===== config.mk =====
export PLATFORM = sky130hd
export DESIGN_NAME = sample_player
export DESIGN_NICKNAME = d
export VERILOG_FILES = /design/src/verilog/player_pkg.sv /design/src/verilog/flash_reader.sv /design/src/verilog/sync_fifo.sv /design/src/verilog/rate_shaper.sv /design/src/verilog/codec_writer.sv /design/src/verilog/sample_player.sv
export VERILOG_INCLUDE_DIRS = /design/src /design/src/verilog
export SDC_FILE = /design/constraint.sdc
export NUM_CORES = 1
export LEC_CHECK = 0
export BUFFER_PORTS_ARGS = -buffer_cell sky130_fd_sc_hd__buf_2
export CAP_MARGIN = 0
export CORE_MARGIN = 3
export CORE_UTILIZATION = 37
export CTS_BUF_LIST = sky130_fd_sc_hd__clkbuf_4
export DETAILED_ROUTE_END_ITERATION = 10
export PLACE_DENSITY = 0.59
export SYNTH_ARGS = -nofsm -noshare
export SYNTH_HDL_FRONTEND = slang
export SYNTH_SLANG_ARGS = --single-unit

===== constraint.sdc =====
create_clock -name clk -period 4.6 [get_ports clk]
set_input_delay 0 -clock clk [delete_from_list [all_inputs] [get_ports clk]]
set_output_delay 0 -clock clk [all_outputs]
set_load 0.02 [all_outputs]

===== src/verilog/player_defs.svh =====
// shared sizes for the sample player; FIFO depth must be 2 or more, track length fits the address
`ifndef PLAYER_DEFS_SVH
`define PLAYER_DEFS_SVH

// flash word address width
// covers 8M words of 32 bits
`define PLAYER_ADDR_W 23

// entries in each FIFO
// word FIFO and sample FIFO share it
`define PLAYER_FIFO_DEPTH 4

// codec scaling, divisor is 1 << shift
// 6 gives the divide by 64
`define PLAYER_SCALE_SHIFT 6

// default track length in words
// one full flash part of 1M words
`define PLAYER_DEFAULT_WORDS 1048576

`endif


===== src/verilog/player_pkg.sv =====
// types shared by the sample player; samples are signed 16 bit, two per flash word, low half first
package player_pkg;

	// one flash word
	// bits 15:0 play first, bits 31:16 second
	typedef logic [31:0] flash_word_t;

	// one signed audio sample
	// same width on left and right codec channels
	typedef logic signed [15:0] sample_t;

	// playback mode from the switches
	// code 3 is not listed and plays as normal
	typedef enum logic [1:0] {
		mode_normal = 2'd0,
		// low sample only, double speed
		mode_fast   = 2'd1,
		// every sample twice, half speed
		mode_slow   = 2'd2
	} play_mode_t;

endpackage


===== src/verilog/flash_reader.sv =====
// single-outstanding flash reader; caller must keep the FIFO able to take the word in flight
`include "player_defs.svh"

module flash_reader #(
	parameter int num_words = `PLAYER_DEFAULT_WORDS
) (
	input  logic                        clk,
	input  logic                        rst_n,
	output logic                        flash_read,
	output logic [`PLAYER_ADDR_W-1:0]   flash_address,
	input  logic                        flash_waitrequest,
	input  player_pkg::flash_word_t     flash_readdata,
	input  logic                        flash_readdatavalid,
	input  logic                        word_fifo_room,
	output player_pkg::flash_word_t     word,
	output logic                        word_push,
	output logic                        last_word
);

	localparam int addr_w = `PLAYER_ADDR_W;
	// address of the final word of the track
	localparam logic [addr_w-1:0] last_addr = addr_w'(num_words - 1);

	typedef enum logic [1:0] {
		st_idle,
		st_request,
		st_await
	} state_t;

	state_t state;
	// all num_words reads have been accepted
	logic   finished;
	// the read in flight is the final one
	logic   is_last;

	always_ff @(posedge clk) begin
		if (!rst_n) begin
			state         <= st_idle;
			flash_address <= '0;
			finished      <= 1'b0;
			is_last       <= 1'b0;
		end else begin
			case (state)
				st_idle: begin
					// room test keeps a spare slot past the word in flight
					if (!finished && word_fifo_room)
						state <= st_request;
				end
				st_request: begin
					// read accepted on a cycle with waitrequest low
					if (!flash_waitrequest) begin
						state   <= st_await;
						is_last <= (flash_address == last_addr);
						// address parks on the last word, never reaches num_words
						if (flash_address == last_addr)
							finished <= 1'b1;
						else
							flash_address <= flash_address + 1'b1;
					end
				end
				st_await: begin
					// data lands in the FIFO this same cycle
					if (flash_readdatavalid)
						state <= st_idle;
				end
				default: state <= st_idle;
			endcase
		end
	end

	// read and address held steady for the whole request state
	assign flash_read = (state == st_request);

	// returned word goes straight to the FIFO
	assign word      = flash_readdata;
	assign word_push = (state == st_await) && flash_readdatavalid;
	// end-of-track mark rides along with the word
	assign last_word = is_last;

endmodule


===== src/verilog/sync_fifo.sv =====
// synchronous FIFO for any packed payload; writes while full and reads while empty are ignored
`include "player_defs.svh"

module sync_fifo #(
	parameter type payload_t = logic [7:0]
) (
	input  logic     clk,
	input  logic     rst_n,
	input  logic     push,
	input  payload_t push_data,
	input  logic     pop,
	output payload_t head,
	output logic     empty,
	output logic     full,
	output logic     room_for_two
);

	localparam int depth = `PLAYER_FIFO_DEPTH;
	localparam int ptr_w = $clog2(depth);
	// count needs one more value than pointers
	localparam int cnt_w = $clog2(depth + 1);

	payload_t           mem [depth];
	logic [ptr_w-1:0]   wr_ptr;
	logic [ptr_w-1:0]   rd_ptr;
	logic [cnt_w-1:0]   count;
	logic               do_push;
	logic               do_pop;

	// wrap at depth, also for depths that are not a power of two
	function automatic logic [ptr_w-1:0] next_ptr(input logic [ptr_w-1:0] ptr);
		return (ptr == ptr_w'(depth - 1)) ? '0 : ptr + 1'b1;
	endfunction

	assign do_push = push && !full;
	assign do_pop  = pop && !empty;

	// storage
	always_ff @(posedge clk) begin
		if (do_push)
			mem[wr_ptr] <= push_data;
	end

	always_ff @(posedge clk) begin
		if (!rst_n) begin
			wr_ptr <= '0;
			rd_ptr <= '0;
			count  <= '0;
		end else begin
			if (do_push)
				wr_ptr <= next_ptr(wr_ptr);
			if (do_pop)
				rd_ptr <= next_ptr(rd_ptr);
			// count moves only when push and pop differ
			case ({do_push, do_pop})
				2'b10:   count <= count + 1'b1;
				2'b01:   count <= count - 1'b1;
				default: count <= count;
			endcase
		end
	end

	// head valid one cycle after the push
	assign head  = mem[rd_ptr];
	assign empty = (count == '0);
	assign full  = (count == cnt_w'(depth));
	// two free slots, for a producer with a request in flight
	assign room_for_two = (count <= cnt_w'(depth - 2));

endmodule


===== src/verilog/rate_shaper.sv =====
// word to sample splitter; mode is sampled once per word, so a change takes effect on the next word
`include "player_defs.svh"

module rate_shaper (
	input  logic                    clk,
	input  logic                    rst_n,
	input  player_pkg::play_mode_t  mode,
	input  player_pkg::flash_word_t word,
	input  logic                    word_last,
	input  logic                    word_empty,
	output logic                    word_pop,
	output player_pkg::sample_t     sample,
	output logic                    sample_last,
	output logic                    sample_push,
	input  logic                    sample_full
);

	import player_pkg::*;

	// added to negatives before the shift, gives truncation toward zero
	localparam sample_t round_bias = sample_t'((1 << `PLAYER_SCALE_SHIFT) - 1);

	// a word is taken from the FIFO head
	logic       active;
	play_mode_t cur_mode;
	// position in the sample order of the current word
	logic [1:0] step;
	logic [1:0] last_step;
	logic       at_last;
	logic       high_half;
	sample_t    raw;
	sample_t    bias;
	sample_t    biased;

	// sample order per mode
	// code 3 falls to the default, same as normal
	always_comb begin
		case (cur_mode)
			mode_fast: begin
				// low half only, high half dropped
				last_step = 2'd0;
				high_half = 1'b0;
			end
			mode_slow: begin
				// low, low, high, high
				last_step = 2'd3;
				high_half = step[1];
			end
			default: begin
				// low then high
				last_step = 2'd1;
				high_half = step[0];
			end
		endcase
	end

	assign at_last = (step == last_step);

	// pick the half and scale it
	always_comb begin
		raw    = high_half ? word[31:16] : word[15:0];
		bias   = raw[15] ? round_bias : sample_t'(0);
		biased = raw + bias;
		// signed operand, so this shift is arithmetic
		sample = biased >>> `PLAYER_SCALE_SHIFT;
	end

	// one sample per cycle, held off by a full sample FIFO
	assign sample_push = active && !sample_full;
	// only the final sample of the final word carries the mark
	assign sample_last = word_last && at_last;
	// word leaves the FIFO with its last sample
	assign word_pop    = sample_push && at_last;

	always_ff @(posedge clk) begin
		if (!rst_n) begin
			active   <= 1'b0;
			step     <= 2'd0;
			cur_mode <= mode_normal;
		end else if (!active) begin
			// take the head word, latch its mode
			if (!word_empty) begin
				active   <= 1'b1;
				cur_mode <= mode;
				step     <= 2'd0;
			end
		end else if (sample_push) begin
			if (at_last) begin
				active <= 1'b0;
				step   <= 2'd0;
			end else begin
				step <= step + 1'b1;
			end
		end
	end

endmodule


===== src/verilog/codec_writer.sv =====
// codec write side only; assumes write_ready falls once per sample after write_s is seen
module codec_writer (
	input  logic                clk,
	input  logic                rst_n,
	input  player_pkg::sample_t sample,
	input  logic                sample_last,
	input  logic                sample_empty,
	output logic                sample_pop,
	input  logic                write_ready,
	output logic                write_s,
	output player_pkg::sample_t writedata_left,
	output player_pkg::sample_t writedata_right,
	output logic                done
);

	typedef enum logic [1:0] {
		st_wait,
		st_send,
		st_done
	} state_t;

	state_t state;
	// ready low while sending is the falling edge, sample taken
	logic   accepted;

	assign accepted = (state == st_send) && !write_ready;

	always_ff @(posedge clk) begin
		if (!rst_n) begin
			state <= st_wait;
		end else begin
			case (state)
				st_wait: begin
					// need a sample and a ready codec
					if (!sample_empty && write_ready)
						state <= st_send;
				end
				st_send: begin
					// write_s drops the cycle after the fall
					if (accepted)
						state <= sample_last ? st_done : st_wait;
				end
				// parked until reset
				st_done: state <= st_done;
				default: state <= st_wait;
			endcase
		end
	end

	assign write_s    = (state == st_send);
	// head only leaves once the codec has it
	assign sample_pop = accepted;

	// mono source, both channels equal
	// head stays put while sending, so data holds with write_s
	assign writedata_left  = sample;
	assign writedata_right = sample;

	// high the cycle after the last sample is accepted
	assign done = (state == st_done);

endmodule


===== src/verilog/sample_player.sv =====
// flash to codec player top; no codec serial side, no flash writes, track length fixed by num_words
`include "player_defs.svh"

module sample_player #(
	parameter int num_words = `PLAYER_DEFAULT_WORDS
) (
	input  logic                        clk,
	input  logic                        rst_n,
	input  player_pkg::play_mode_t      mode,
	output logic                        flash_read,
	output logic [`PLAYER_ADDR_W-1:0]   flash_address,
	input  logic                        flash_waitrequest,
	input  player_pkg::flash_word_t     flash_readdata,
	input  logic                        flash_readdatavalid,
	input  logic                        write_ready,
	output logic                        write_s,
	output player_pkg::sample_t         writedata_left,
	output player_pkg::sample_t         writedata_right,
	output logic                        done
);

	import player_pkg::*;

	localparam int word_w   = $bits(flash_word_t);
	localparam int sample_w = $bits(sample_t);

	// FIFO entries, end-of-track flag on top
	typedef logic [word_w:0]   word_entry_t;
	typedef logic [sample_w:0] sample_entry_t;

	// reader to word FIFO
	flash_word_t   rd_word;
	logic          rd_push;
	logic          rd_last;
	logic          word_room;
	// word FIFO to shaper
	word_entry_t   word_head;
	logic          word_empty;
	logic          word_pop;
	// shaper to sample FIFO
	sample_t       sh_sample;
	logic          sh_last;
	logic          sh_push;
	logic          sample_full;
	// sample FIFO to writer
	sample_entry_t sample_head;
	logic          sample_empty;
	logic          sample_pop;

	flash_reader #(
		.num_words(num_words)
	) flash_reader_inst (
		.clk                (clk),
		.rst_n              (rst_n),
		.flash_read         (flash_read),
		.flash_address      (flash_address),
		.flash_waitrequest  (flash_waitrequest),
		.flash_readdata     (flash_readdata),
		.flash_readdatavalid(flash_readdatavalid),
		.word_fifo_room     (word_room),
		.word               (rd_word),
		.word_push          (rd_push),
		.last_word          (rd_last)
	);

	// room_for_two here, one slot may belong to the read in flight
	sync_fifo #(
		.payload_t(word_entry_t)
	) word_fifo (
		.clk         (clk),
		.rst_n       (rst_n),
		.push        (rd_push),
		.push_data   ({rd_last, rd_word}),
		.pop         (word_pop),
		.head        (word_head),
		.empty       (word_empty),
		.full        (),
		.room_for_two(word_room)
	);

	rate_shaper rate_shaper_inst (
		.clk        (clk),
		.rst_n      (rst_n),
		.mode       (mode),
		.word       (word_head[word_w-1:0]),
		.word_last  (word_head[word_w]),
		.word_empty (word_empty),
		.word_pop   (word_pop),
		.sample     (sh_sample),
		.sample_last(sh_last),
		.sample_push(sh_push),
		.sample_full(sample_full)
	);

	sync_fifo #(
		.payload_t(sample_entry_t)
	) sample_fifo (
		.clk         (clk),
		.rst_n       (rst_n),
		.push        (sh_push),
		.push_data   ({sh_last, sh_sample}),
		.pop         (sample_pop),
		.head        (sample_head),
		.empty       (sample_empty),
		.full        (sample_full),
		.room_for_two()
	);

	codec_writer codec_writer_inst (
		.clk            (clk),
		.rst_n          (rst_n),
		.sample         (sample_head[sample_w-1:0]),
		.sample_last    (sample_head[sample_w]),
		.sample_empty   (sample_empty),
		.sample_pop     (sample_pop),
		.write_ready    (write_ready),
		.write_s        (write_s),
		.writedata_left (writedata_left),
		.writedata_right(writedata_right),
		.done           (done)
	);

endmodule


Word level (Yosys, flattened, before mapping)
Memory sizes are Yosys's and may differ from the RTL's. A register that Yosys moved wholly into a read port is not among the register bits.
Index checks and enable logic that the tools add are counted.

cells by class
  $lt $le $gt $ge = 1
  bitwise logic cells = 4
  muxes and demuxes = 34
  reductions and logical operators = 30
  equal/unequal tests = 25
  $add $sub $neg = 11

operators with widths
  cell                                                                     number
  2-bit 2-to-1 mux                                                         18
  23-bit by 1-bit adder with 23-bit output, second input constant          1
  23-bit by 20-bit equality test with 1-bit output, second input constant  1
  2-bit equality test, second input constant                               9
  16-bit adder                                                             1
  16-bit 2-to-1 mux                                                        1
  2-bit case mux with 3 select lines                                       2
  3-bit case mux with 2 select lines                                       2
  1-bit logical AND                                                        11
  2-bit by 1-bit adder with 2-bit output, second input constant            5
  2-bit by 1-bit equality test with 1-bit output, second input constant    5
  3-bit AND reduction                                                      3
  1-bit 2-to-1 mux                                                         8
  2-bit by 1-bit != test with 1-bit output, second input constant          4
  2-bit AND reduction                                                      4
  3-bit by 1-bit adder with 3-bit output, second input constant            2
  3-bit equality test, second input constant                               2
  1-bit zero test                                                          6
  3-bit zero test                                                          2
  6-bit 2-to-1 mux                                                         1
  2-bit != test, second input constant                                     3
  3-bit by 1-bit subtractor with 3-bit output, second input constant       2
  2-bit zero test                                                          2
  1-bit inverter                                                           4
  5 further kinds                                                          6

storage, ports and cells
  memories = 2
  output and inout bits = 58
  register bits = 48
  logic and storage cells = 121
  input bits = 39
  RAM bits = 200

memory list
  name             depth  width  rd ports  clocked after Yosys merged registers in  wr ports  line             source
  word_fifo.mem    4      33     1         1                                        1         sync_fifo.sv:23  payload_t mem [depth];
  sample_fifo.mem  4      17     1         1                                        1         sync_fifo.sv:23

Depth between registers and ports, before layout
Gate-level depths: netlist of the first run.

  depth after elaboration = 7
  mapped depth = 14
  depth with buffers taken out = 12

Cells and area by module
A second synthesis of the first run with hierarchy kept.

unflattened totals
  cells, all modules = 746
  area total of the unflattened synthesis = 11257.0 um^2

modules (own cells, without submodules)
  module                    area an instance (um^2)  cells an instance  instances  seq. area each (um^2)
  sync_fifo at word_fifo    5307.6                   230                1          4144.0
  sync_fifo at sample_fifo  2991.6                   146                1          2222.1
  flash_reader              1629.1                   188                1          540.5
  rate_shaper               991.0                    140                1          100.1
  codec_writer              337.8                    42                 1          40.0

Least setup slack after synthesis of the first run
Ideal clock, no wire load.

  path kind = reg-to-reg
  from = register rate_shaper_inst.cur_mode[0]
  to = memory sample_fifo.mem[0][4] (netlist name) (data pin)
  arrival time = 2.925 ns
  required time = 4.322 ns
  setup time = 0.278 ns
  slack = 1.397 ns
  buffers on the path = 2
  cell stages (with the launch flop) = 15
  clock period less this slack = 3.203 ns
  cell sequence = dfxtp_1 > inv_1 > ha_1 > ha_1 > mux2i_2 > clkbuf_8 > buf_6 > mux2_2 > ha_1 > a21oi_1 > o32ai_1 > a41oi_2 > a31oi_4 > and2b_1 > xnor2_1

between the ends
  longest elaborated chain between the ends = 5
  elaborated cells between the ends (all ways) = 6
  classes of those cells = 1 x add/sub; 2 x eq/ne; 3 x mux

RTL lines
  item                                                                                   line               source
  from (decl)                                                                            rate_shaper.sv:25  play_mode_t cur_mode;
  from (signal assigned)                                                                 rate_shaper.sv:79  cur_mode <= mode_normal;
  from (signal assigned)                                                                 rate_shaper.sv:84  cur_mode <= mode;
  2-bit equality test or 2-bit by 1-bit equality test with 1-bit output (tied branches)  rate_shaper.sv:38  case (cur_mode)
  1-bit case mux with 2 select lines (*)                                                 rate_shaper.sv:38
  16-bit 2-to-1 mux (*)                                                                  rate_shaper.sv:61  raw = high_half ? word[31:16] : word[15:0];
  6-bit 2-to-1 mux                                                                       rate_shaper.sv:62  bias = raw[15] ? round_bias : sample_t'(0);
  16-bit adder (*)                                                                       rate_shaper.sv:63  biased = raw + bias;
  named net rate_shaper_inst.biased[10]                                                  rate_shaper.sv:33  sample_t biased;
  to (decl)                                                                              sync_fifo.sv:23

The timed path passes the listed nets; every way through them passes the cells marked *.

Worst setup path in the final report of the first run
  from = register rate_shaper_inst.cur_mode[0]
  to = memory sample_fifo.mem[1][15] (netlist name) (data pin)

Same word-level chain as after synthesis.

==> results.cfg, run 1 <==
[route]
vias = 5660
drt_iter0_markers = 240
drc = 0
drt-vias-per-instance = 4.85
drt_wl_total_mm = 18.7
drtAntennaViolNets = 0
dr.pass1.iters = 4
wl_per_cell_um = 16.0

[critical_path]
start_kind = register
crit_arrival_ns = 4.08
cp_common_cell = ha_1
r2r-end = sample_fifo.mem[1][15]$_DFFE_PP_
r2r_cells = 11
crit_slowest_cell = mux4_1
r2r_slack_ns = 0.97
path_buf_inv = 2
path_max_fanout = 10
path_delay_family = multiplexers
path_cells = inv_1 > ha_1 > ha_1 > mux2i_2 > buf_4 > mux4_1 > mux2i_1 > a41oi_2 > a31oi_4 > nand4b_1 > xnor2_1
cpPeakStageDelay_ns = 0.56
criticalPathCategory = reg2reg
worstPathRequired_ns = 5.06
end_kind = register
regToRegStartpoint = rate_shaper_inst.cur_mode[0]$_SDFFE_PN0P_

[floorplan]
coreArea_um2 = 25400
die_area_um2 = 28000
start_util = 0.379
fp-row-count = 58
die_h_um = 167
io_pins = 97
die_x_um = 167

[final_layout]
areaGrowthSynthToFinish_pct = 20.7
final_layout_size_suffix_gt1_frac = 0.297
stdcell_count = 1167
nets = 847
nFillCells = 2285
layout_commonest_cell = edfxtp_1
layout_common_cells = edfxtp_1 (176), buf_2 (96), clkbuf_4 (91), dlygate4sd3_1 (57), dfxtp_1 (51)
register_area_um2 = 6330
multiInputGateArea_um2 = 2940

[yosys]
yosysWarnings = 0
synth_enable_flop_cells = 176
synth_area_um2 = 9620
yosysSeqAreaShare = 0.657
ys_types = 52
synth_seq_cells = 228
async_flop_share = 0
yosys_most_used_dff = edfxtp_1
synth.avg_cell_area_um2 = 15.8
netlist_instances = 609
synthesis.nets = 669

[sta]
timing.final.crit_share = 0.789
fin_crit_ns = 3.63
hold_viol = 0
setup_viol_count_final = 0
maxSlewHeadroom = 0.364
fmax_ghz = 0.276
drv_slew = 0
fin_skew_ns = 0.0762
tightest_slew_ns = 0.954
setup-tns-final_ns = 0
rsz0062_at_grt = false

[grt]
grt_pass1_vias = 5851
overflow = 0
track_usage = 0.133
grt_pass1_wl_mm = 30.1
grt_max_degree = 49
antenna_found_initial = 1

[place]
post-dp-hpwl_mm = 11.8
gp_congestion = 0.724
portBuffers = 96
place_inst = 1001

[power_and_ir_drop]
ir_drop_v = 0.000276
p_clk_frac = 0.416
switching_share = 0.219
power.density_nw_per_um2 = 354
seqPwrFrac = 0.543
power_frac_comb = 0.041
internal_power_uw = 3220
p_switching_uw = 900
p_leak_uw = 0.00411

[cts]
clock_path_buffers = 3
cts_setup_buffers = 0
cts_tree = done
clkTransAtPathRegs_ns = 0.07
cts_made_buffers = 57
insertion_delay_ns = 0.71
cts_max_level = 2
clock_sinks = 228
ctsRootBufferMaster = clkbuf_4
cts_resized = 0

[job]
drv_cap = 0

[hold_path]
holdPathEnd = word_fifo.mem[1][24]$_DFFE_PP_
hold_path_class = in2reg
holdCritStartpoint = flash_readdata[24]
hold_depth = 2

[run_status]
status = finished clean
## synthesized netlist by cell type (9+ instances only)
cell	count	share of area
nor3_1	11	0.0057
xor2_1	17	0.015
edfxtp_1	176	0.55
mux4_2	37	0.087
ha_1	19	0.025
mux2i_1	13	0.014
nor2_1	22	0.0086
nor2b_1	19	0.012
inv_1	20	0.0078
a21boi_0	13	0.010
xnor2_1	17	0.015
and2_1	22	0.014
buf_4	23	0.018
nand3_1	10	0.0052
clkbuf_1	9	0.0035
o21ai_0	15	0.0078
dfxtp_1	52	0.11
nand2_1	31	0.012
## layout make-up
class	instances	area share
Antenna cell	1	0.000215
Clock buffer	91	0.0588
Timing Repair Buffer	158	0.0937
Inverter	20	0.00646
Sequential cell	228	0.545
Multi-Input combinational cell	322	0.253
Clock inverter	17	0.00722
Tap cell	330	0.0355
## power groups by stage
stage / Combinational [uW] / Sequential, uW / Clock (uW)
floorplan: 80.5 / 2280 / 0
global placement: 124 / 2280 / 0
detailed placement: 130 / 2280 / 0
CTS: 168 / 2230 / 1760
global route: 185 / 2230 / 1880
finish: 168 / 2230 / 1710
## worst max path at each step
stage	from	end	slack, ns	depth (start not counted)
after floorplan	rate_shaper_inst.cur_mode[0]$_SDFFE_PN0P_	sample_fifo.mem[0][4]$_DFFE_PP_	1.40	14
after global placement	rate_shaper_inst.cur_mode[0]$_SDFFE_PN0P_	sample_fifo.mem[0][7]$_DFFE_PP_	1.16	11
after detailed placement	rate_shaper_inst.cur_mode[0]$_SDFFE_PN0P_	sample_fifo.mem[3][15]$_DFFE_PP_	1.05	11
after CTS	rate_shaper_inst.cur_mode[0]$_SDFFE_PN0P_	sample_fifo.mem[1][15]$_DFFE_PP_	0.97	11
after global routing	rate_shaper_inst.cur_mode[0]$_SDFFE_PN0P_	sample_fifo.mem[1][15]$_DFFE_PP_	0.70	11
final	rate_shaper_inst.cur_mode[0]$_SDFFE_PN0P_	sample_fifo.mem[1][15]$_DFFE_PP_	0.97	11
## cells by family (layout without fill, tap and decap cells)
kind of cell,after synthesis,in the layout,synth area share
buffers and inverters,59,286,0.0374
multiplexers,61,61,0.121
adder cells (fa/ha/maj),21,21,0.0289
flip-flops,228,228,0.657
XOR/XNOR,34,34,0.0309
other,0,1,0
AND/OR/NAND/NOR,152,152,0.0842
AO/OA/AOI/OAI,54,54,0.0402
## repair_timing
| item | in CTS | in global routing |
|---|---|---|
| hold buffers | 57 | 0 |
| hold endpoints to repair | 180 | 0 |
| endpoints found under the setup margin | 0 | 0 |
## flip-flops by register name, summed over array words and instances, names as in the netlist, named ones only
name and count:
rate_shaper_inst.step 2, sample_fifo.mem 44, sample_fifo.wr_ptr 2, codec_writer_inst.state 2
sample_fifo.rd_ptr 2, rate_shaper_inst.active 1, flash_reader_inst.last_word 1, rate_shaper_inst.cur_mode 2
word_fifo.count 3, word_fifo.wr_ptr 2, flash_reader_inst.state 2, flash_reader_inst.flash_address 23
word_fifo.rd_ptr 2, word_fifo.mem 132, sample_fifo.count 3, flash_reader_inst.finished 1
## through the flow
stage / power, uW / setup slack, ns / hold slack, ns / cell area [um2] / util
CTS: 4170 / 0.973 / 0.000240 / 11600 / 0.457
detailed placement: 2410 / 1.05 / 0.216 / 10300 / 0.405
global placement: 2400 / 1.16 / 0.208 / 10300 / 0.405
floorplan: 2360 / 1.40 / 0.0989 / 9620 / -
finish: 4120 / 0.973 / 0.0471 / 11600 / 0.457
global route: 4300 / 0.702 / 0.0243 / 11600 / 0.457
## metal layers
layer,vias up,GRT usage,share of wire,wire [um]
met2,142,0.229,0.49,9240
li1,2693,-,-,-
met5,-,0,0,0
met3,43,0.0302,0.048,900
met1,2782,0.164,0.44,8130
met4,0,0.0512,0.022,414
(Power assumes the default switching activity.)
==> inputs of run 2 (changes only) <==
--- a/config.mk
+++ b/config.mk
@@ -6,6 +6,7 @@
 export SDC_FILE = /design/constraint.sdc
 export NUM_CORES = 1
 export LEC_CHECK = 0
+export ABC_AREA = 1
 export BUFFER_PORTS_ARGS = -buffer_cell sky130_fd_sc_hd__buf_2
 export CAP_MARGIN = 0
 export CORE_MARGIN = 3
==> constraint.sdc (replaced) <==
create_clock -name clk -period 3.55 [get_ports clk]
set_input_delay 0 -clock clk [delete_from_list [all_inputs] [get_ports clk]]
set_output_delay 0 -clock clk [all_outputs]
set_load 0.02 [all_outputs]
==> results.cfg, run 2 <==
[critical_path]
end_kind = register
start_kind = register
r2r_cells = 16
worstPathRequired_ns = 3.89
crit_arrival_ns = 3.24
regToRegStartpoint = rate_shaper_inst.cur_mode[0]$_SDFFE_PN0P_
r2r_slack_ns = 0.66
path_max_fanout = 20
r2r-end = sample_fifo.mem[3][7]$_DFFE_PP_
criticalPathCategory = reg2reg

[floorplan]
coreArea_um2 = 27000
start_util = 0.378
die_h_um = 172
die_area_um2 = 29600
die_x_um = 172
fp-row-count = 60
io_pins = 97

[route]
drt_iter0_markers = 384
drtAntennaViolNets = 0
drt_wl_total_mm = 22.2
drc = 0
wl_per_cell_um = 13.9
vias = 7584
drt-vias-per-instance = 4.75
dr.pass1.iters = 5

[place]
gp_congestion = 0.844
pre_cts_ws_ns = 0.657
post-dp-hpwl_mm = 13.5
portBuffers = 96

[sta]
fmax_ghz = 0.345
timing.final.crit_share = 0.815
fin_crit_ns = 2.89
fin_skew_ns = 0.0883
tightest_slew_ns = 1.07
setup_viol_count_final = 0
drv_slew = 0
setup-tns-final_ns = 0
maxSlewHeadroom = 0.284
hold_viol = 0
worst_slack_ns = 0.655
rsz0062_at_grt = false

[yosys]
yosysSeqAreaShare = 0.620
yosysWarnings = 0
synthesis.nets = 1092
async_flop_share = 0
synth.avg_cell_area_um2 = 9.89
yosys_most_used_dff = edfxtp_1
muxShareOfSynthArea = 0
synth_xor_area_frac = 0.00515
netlist_instances = 1032
synth-compound-area-share = 0.0741
synth_most_common_cell = nand2_1
yosysTopAreaCell = edfxtp_1
synth_seq_cells = 228
synth_top_cell_area_share = 0.518
synth_enable_flop_cells = 176
synth_area_um2 = 10200
synth_top_family_by_area = simple AND/OR/NAND/NOR gates
synth_commonest_cells = nand2_1 (253), edfxtp_1 (176), nand3_1 (100), inv_1 (95), nor2_1 (87)
synth_area_leaders = edfxtp_1 (52%), dfxtp_1 (10%), nand2_1 (9.3%)
synthAdderAreaFrac = 0.0272
synth-simple-area-share = 0.201
ys_types = 44

[power_and_ir_drop]
ir_drop_v = 0.000330
p_leak_uw = 0.00485
power.density_nw_per_um2 = 447

[hold_path]
hold_path_class = in2reg
holdCritStartpoint = flash_readdata[14]
holdPathEnd = word_fifo.mem[1][14]$_DFFE_PP_
hold_depth = 2

[cts]
clock_path_buffers = 3
cts_resized = 0
cts_hold_buf = 62
cts_setup_buffers = 0
ctsRootBufferMaster = clkbuf_4
cts_max_level = 2
clock_sinks = 228
insertion_delay_ns = 0.69
cts_tree = done
clkTransAtPathRegs_ns = 0.06
cts_made_buffers = 57

[final_layout]
top_regs = word_fifo.mem x132, sample_fifo.mem x44, flash_reader_inst.flash_address x23
layout_commonest_cell = nand2_1
largest_reg_flops = 132
nFillCells = 2620
layout_common_cells = nand2_1 (253), edfxtp_1 (176), nand3_1 (100), buf_2 (96), inv_1 (95)
multiInputGateArea_um2 = 3160
final_layout_size_suffix_gt1_frac = 0.184
register_area_um2 = 6330
areaGrowthSynthToFinish_pct = 20.1
nets = 1265
top_register = word_fifo.mem

[grt]
grt_max_degree = 67
track_usage = 0.150
overflow = 0
antenna_found_initial = 1
grt_pass1_wl_mm = 35.8
grt_pass1_vias = 7213

[job]
drv_cap = 0

[run_status]
status = finished clean
==> run 2: cell count changes in the layout (fill, tap and decap cells not counted), sizes merged, moves of 13 or more <==
cell	previous run	this run
inv	22	102
xor2	17	4
and2	22	0
mux2i	14	0
nand2	31	260
o21ai	16	60
mux4	42	0
nor2	22	91
xnor2	17	2
a21boi	13	0
nor2b	19	1
a21oi	7	46
nand3	10	100
==> run 2: kinds of logic after synthesis <==
kind of cell	count (synthesis)
simple gates	484
fa+ha+maj	21
compound gates	134
xor+xnor	6
buf+inv	159
flops	228
==> run 2: through the flow <==
stage           util  cell area [um2]  power (uW)  std cells  hold slack (ns)
4_1_cts        0.453            12200        5560       1594         0.000106
6_report       0.453            12200        5480       1596           0.0729
3_3_place_gp   0.402            10900        3310       1425            0.213
2_1_floorplan      -            10200        3210       1032           0.0989
5_1_grt        0.453            12200        5750       1596           0.0330
3_5_place_dp   0.402            10900        3320       1425            0.215
==> run 2: area by class of cell <==
cell class              instances  share of cell area
repair buffers                171              0.0979
clock inverters                19             0.00705
well taps                     341              0.0348
flip-flops and latches        228               0.517
clock buffers                  88              0.0539
multi-input cells             645               0.258
inverters                     102              0.0313
diodes                          2            0.000409
==> run 2: worst max-delay path: stages, from the launching register on <==
cell     delay, ns
dfxtp_1       0.33
inv_1         0.05
ha_1          0.33
nor2_1        0.06
a21oi_1       0.11
buf_4         0.29
a21oi_1       0.07
a32o_1        0.24
ha_1          0.32
a21oi_1       0.21
inv_1         0.06
nand4_1       0.10
nand2_1       0.06
nand2_1       0.07
nand2_1       0.07
nand3_1       0.07
nand2_1       0.10
==> run 2: power breakdown <==
part           internal, uW  switching [uW]
clock                  1140            1030
combinational           146             251
sequential             2910            11.1
total                  4190            1290
==> run 2: layer usage <==
metal | share of wire | track usage
met1 | 0.45 | 0.193
met2 | 0.48 | 0.255
met3 | 0.054 | 0.0304
met4 | 0.018 | 0.0510
met5 | 0 | 0
==> run 2: how the worst max path moves through the flow <==
stage	cells after the start	slack, ns	from	end
finish	16	0.66	rate_shaper_inst.cur_mode[0]$_SDFFE_PN0P_	sample_fifo.mem[3][7]$_DFFE_PP_
global route	13	0.33	rate_shaper_inst.cur_mode[0]$_SDFFE_PN0P_	word_fifo.count[2]$_SDFFE_PN0P_
CTS	16	0.63	rate_shaper_inst.cur_mode[0]$_SDFFE_PN0P_	sample_fifo.mem[3][1]$_DFFE_PP_
detailed placement	13	0.66	rate_shaper_inst.cur_mode[0]$_SDFFE_PN0P_	word_fifo.count[2]$_SDFFE_PN0P_
global placement	13	0.72	rate_shaper_inst.cur_mode[0]$_SDFFE_PN0P_	word_fifo.count[2]$_SDFFE_PN0P_
floorplan	5	0.91	flash_reader_inst.state[0]$_SDFFE_PN0P_	word_fifo.mem[0][0]$_DFFE_PP_
==> inputs of run 3 (changes only) <==
--- a/config.mk
+++ b/config.mk
@@ -13,7 +13,7 @@
 export CORE_UTILIZATION = 37
 export CTS_BUF_LIST = sky130_fd_sc_hd__clkbuf_4
 export DETAILED_ROUTE_END_ITERATION = 10
-export PLACE_DENSITY = 0.59
+export PLACE_DENSITY = 0.61
 export SYNTH_ARGS = -nofsm -noshare
 export SYNTH_HDL_FRONTEND = slang
 export SYNTH_SLANG_ARGS = --single-unit
==> constraint.sdc (replaced) <==
create_clock -name clk -period 2.5 [get_ports clk]
set_input_delay 0 -clock clk [delete_from_list [all_inputs] [get_ports clk]]
set_output_delay 0 -clock clk [all_outputs]
set_load 0.02 [all_outputs]
==> results.cfg, run 3 (synthesis gave the netlist of run 2 again) <==
[cts]
clock_sinks = 228
clkTransAtPathRegs_ns = 0.07
cts_max_level = 2
cts_setup_buffers = 0
insertion_delay_ns = 0.70
ctsRootBufferMaster = clkbuf_4
cts_made_buffers = 58
clock_path_buffers = 3
cts_tree = done

[place]
post-dp-hpwl_mm = 14.5
gp_congestion = 0.885
portBuffers = 96
place_inst = 1451

[route]
drt_wl_total_mm = 22.9
drc = 0
drt-vias-per-instance = 4.81
dr.pass1.iters = 6
drtAntennaViolNets = 0
drt_iter0_markers = 422
vias = 7776
wl_per_cell_um = 14.1

[power_and_ir_drop]
ir_drop_v = 0.000388
power.density_nw_per_um2 = 622
p_leak_uw = 0.00504
power_uw = 7950

[hold_path]
hold_path_class = in2reg

[grt]
track_usage = 0.154
grt_pass1_wl_mm = 36.8
grt_max_degree = 60
antenna_found_initial = 1
overflow = 0
grt_pass1_vias = 7568

[sta]
setup_viol_count_final = 3
fin_skew_ns = 0.0490
worst_slack_ns = -0.00662
maxSlewHeadroom = 0.282
tightest_slew_ns = 1.07
rsz0062_at_grt = true
fmax_ghz = 0.399
drv_slew = 0
fin_crit_ns = 2.51
hold_viol = 0
setup-tns-final_ns = -0.0143
timing.final.crit_share = 1.00

[final_layout]
areaGrowthSynthToFinish_pct = 25.2
layout_commonest_cell = nand2_1
layout_common_cells = nand2_1 (229), edfxtp_1 (176), nand3_1 (96), buf_2 (96), inv_1 (92)
nFillCells = 2518
final_layout_size_suffix_gt1_frac = 0.246
largest_reg_flops = 132
stdcell_count = 1617
top_regs = word_fifo.mem x132, sample_fifo.mem x44, flash_reader_inst.flash_address x23
top_register = word_fifo.mem
nets = 1288

[critical_path]
regToRegStartpoint = rate_shaper_inst.cur_mode[0]$_SDFFE_PN0P_
criticalPathCategory = reg2reg
r2r-end = sample_fifo.mem[3][15]$_DFFE_PP_
r2r_cells = 15
worstSetupStartpoint = rate_shaper_inst.cur_mode[0]$_SDFFE_PN0P_
path_max_fanout = 5
start_kind = register
r2r_slack_ns = -0.007
cpPeakStageDelay_ns = 0.33
crit_arrival_ns = 2.92
crit_slowest_cell = dfxtp_2
endpoint = sample_fifo.mem[3][15]$_DFFE_PP_
path_cells = inv_2 > ha_4 > nor2_4 > a21oi_4 > buf_6 > a21oi_2 > a32o_2 > ha_4 > nand2_2 > nor3_2 > nand2_1 > nand2_2 > nand2_1 > nand2_1 > nand2_2
worstPathRequired_ns = 2.92
end_kind = register

[floorplan]
io_pins = 97
die_x_um = 172
coreArea_um2 = 27000
fp-row-count = 60
start_util = 0.378
die_area_um2 = 29600
die_h_um = 172

[run_status]
status = finished with violations
violations = negative setup slack

[job]
drv_cap = 0
-- run 3: cell count changes in the layout (fill, tap and decap cells not counted), sizes merged --
cell,before,now
buf,109,136
inv,102,103
dlygate4sd3,62,57
clkinvlp,1,0
clkbuf,88,87
-- run 3: area by class of cell --
| cell class | instances | area (um2) | area share |
|---|---|---|---|
| clock buffers | 87 | 653 | 0.0511 |
| clock inverters | 19 | 93.8 | 0.00735 |
| well taps | 341 | 427 | 0.0334 |
| flip-flops and latches | 228 | 6330 | 0.496 |
| multi-input cells | 645 | 3440 | 0.269 |
| inverters | 102 | 385 | 0.0302 |
| repair buffers | 193 | 1440 | 0.113 |
| diodes | 2 | 5.00 | 0.000392 |
-- run 3: timing repair --
action,4_1_cts,5_1_grt
hold endpoints to repair,180,4
pin swaps,11,13
endpoints found under the setup margin,41,55
resized for setup,17,51
gates cloned,1,0
hold buffers,55,2
-- run 3: worst min path at each step --
stage | slack (ns) | to | depth (start not counted) | startpoint
global placement | 0.21 | word_fifo.mem[3][22]$_DFFE_PP_ | 1 | flash_readdata[22]
global route | 0.02 | word_fifo.mem[1][9]$_DFFE_PP_ | 2 | flash_readdata[9]
detailed placement | 0.22 | word_fifo.mem[0][13]$_DFFE_PP_ | 1 | flash_readdata[13]
finish | 0.07 | word_fifo.mem[2][4]$_DFFE_PP_ | 2 | flash_readdata[4]
CTS | 0.0003 | word_fifo.mem[2][4]$_DFFE_PP_ | 2 | flash_readdata[4]
floorplan | 0.1 | word_fifo.mem[0][0]$_DFFE_PP_ | 0 | flash_readdata[0]
-- run 3: layer usage --
layer / wire length (um) / global-route usage / vias to the layer above
li1: - / - / 3920
met1: 10300 / 0.200 / 3622
met2: 11100 / 0.258 / 196
met3: 1160 / 0.0343 / 38
met4: 324 / 0.0476 / 0
met5: 0 / 0 / -
-- run 3: per-stage QoR --
stage               area, um2  setup WS [ns]  hold WS, ns   util
floorplan               10200         -0.137       0.0989      -
global placement        11200        -0.0335        0.214  0.414
detailed placement      11200        -0.0843        0.217  0.414
CTS                     12600       -0.00645     0.000331  0.465
global route            12800         -0.117       0.0242  0.473
finish                  12800       -0.00662       0.0722  0.473
-- run 3: critical path: cells and delay by family (launching register included) --
kind | cells | cell delay [ns]
flip-flops | 1 | 0.33
AND/OR/NAND/NOR | 8 | 0.69
buffers and inverters | 2 | 0.19
AO/OA/AOI/OAI | 3 | 0.44
adder cells (fa/ha/maj) | 2 | 0.58
-- run 3: power by group --
part | switching [uW] | internal, uW
clock | 1490 | 1610
combinational | 419 | 284
sequential | 15.5 | 4130
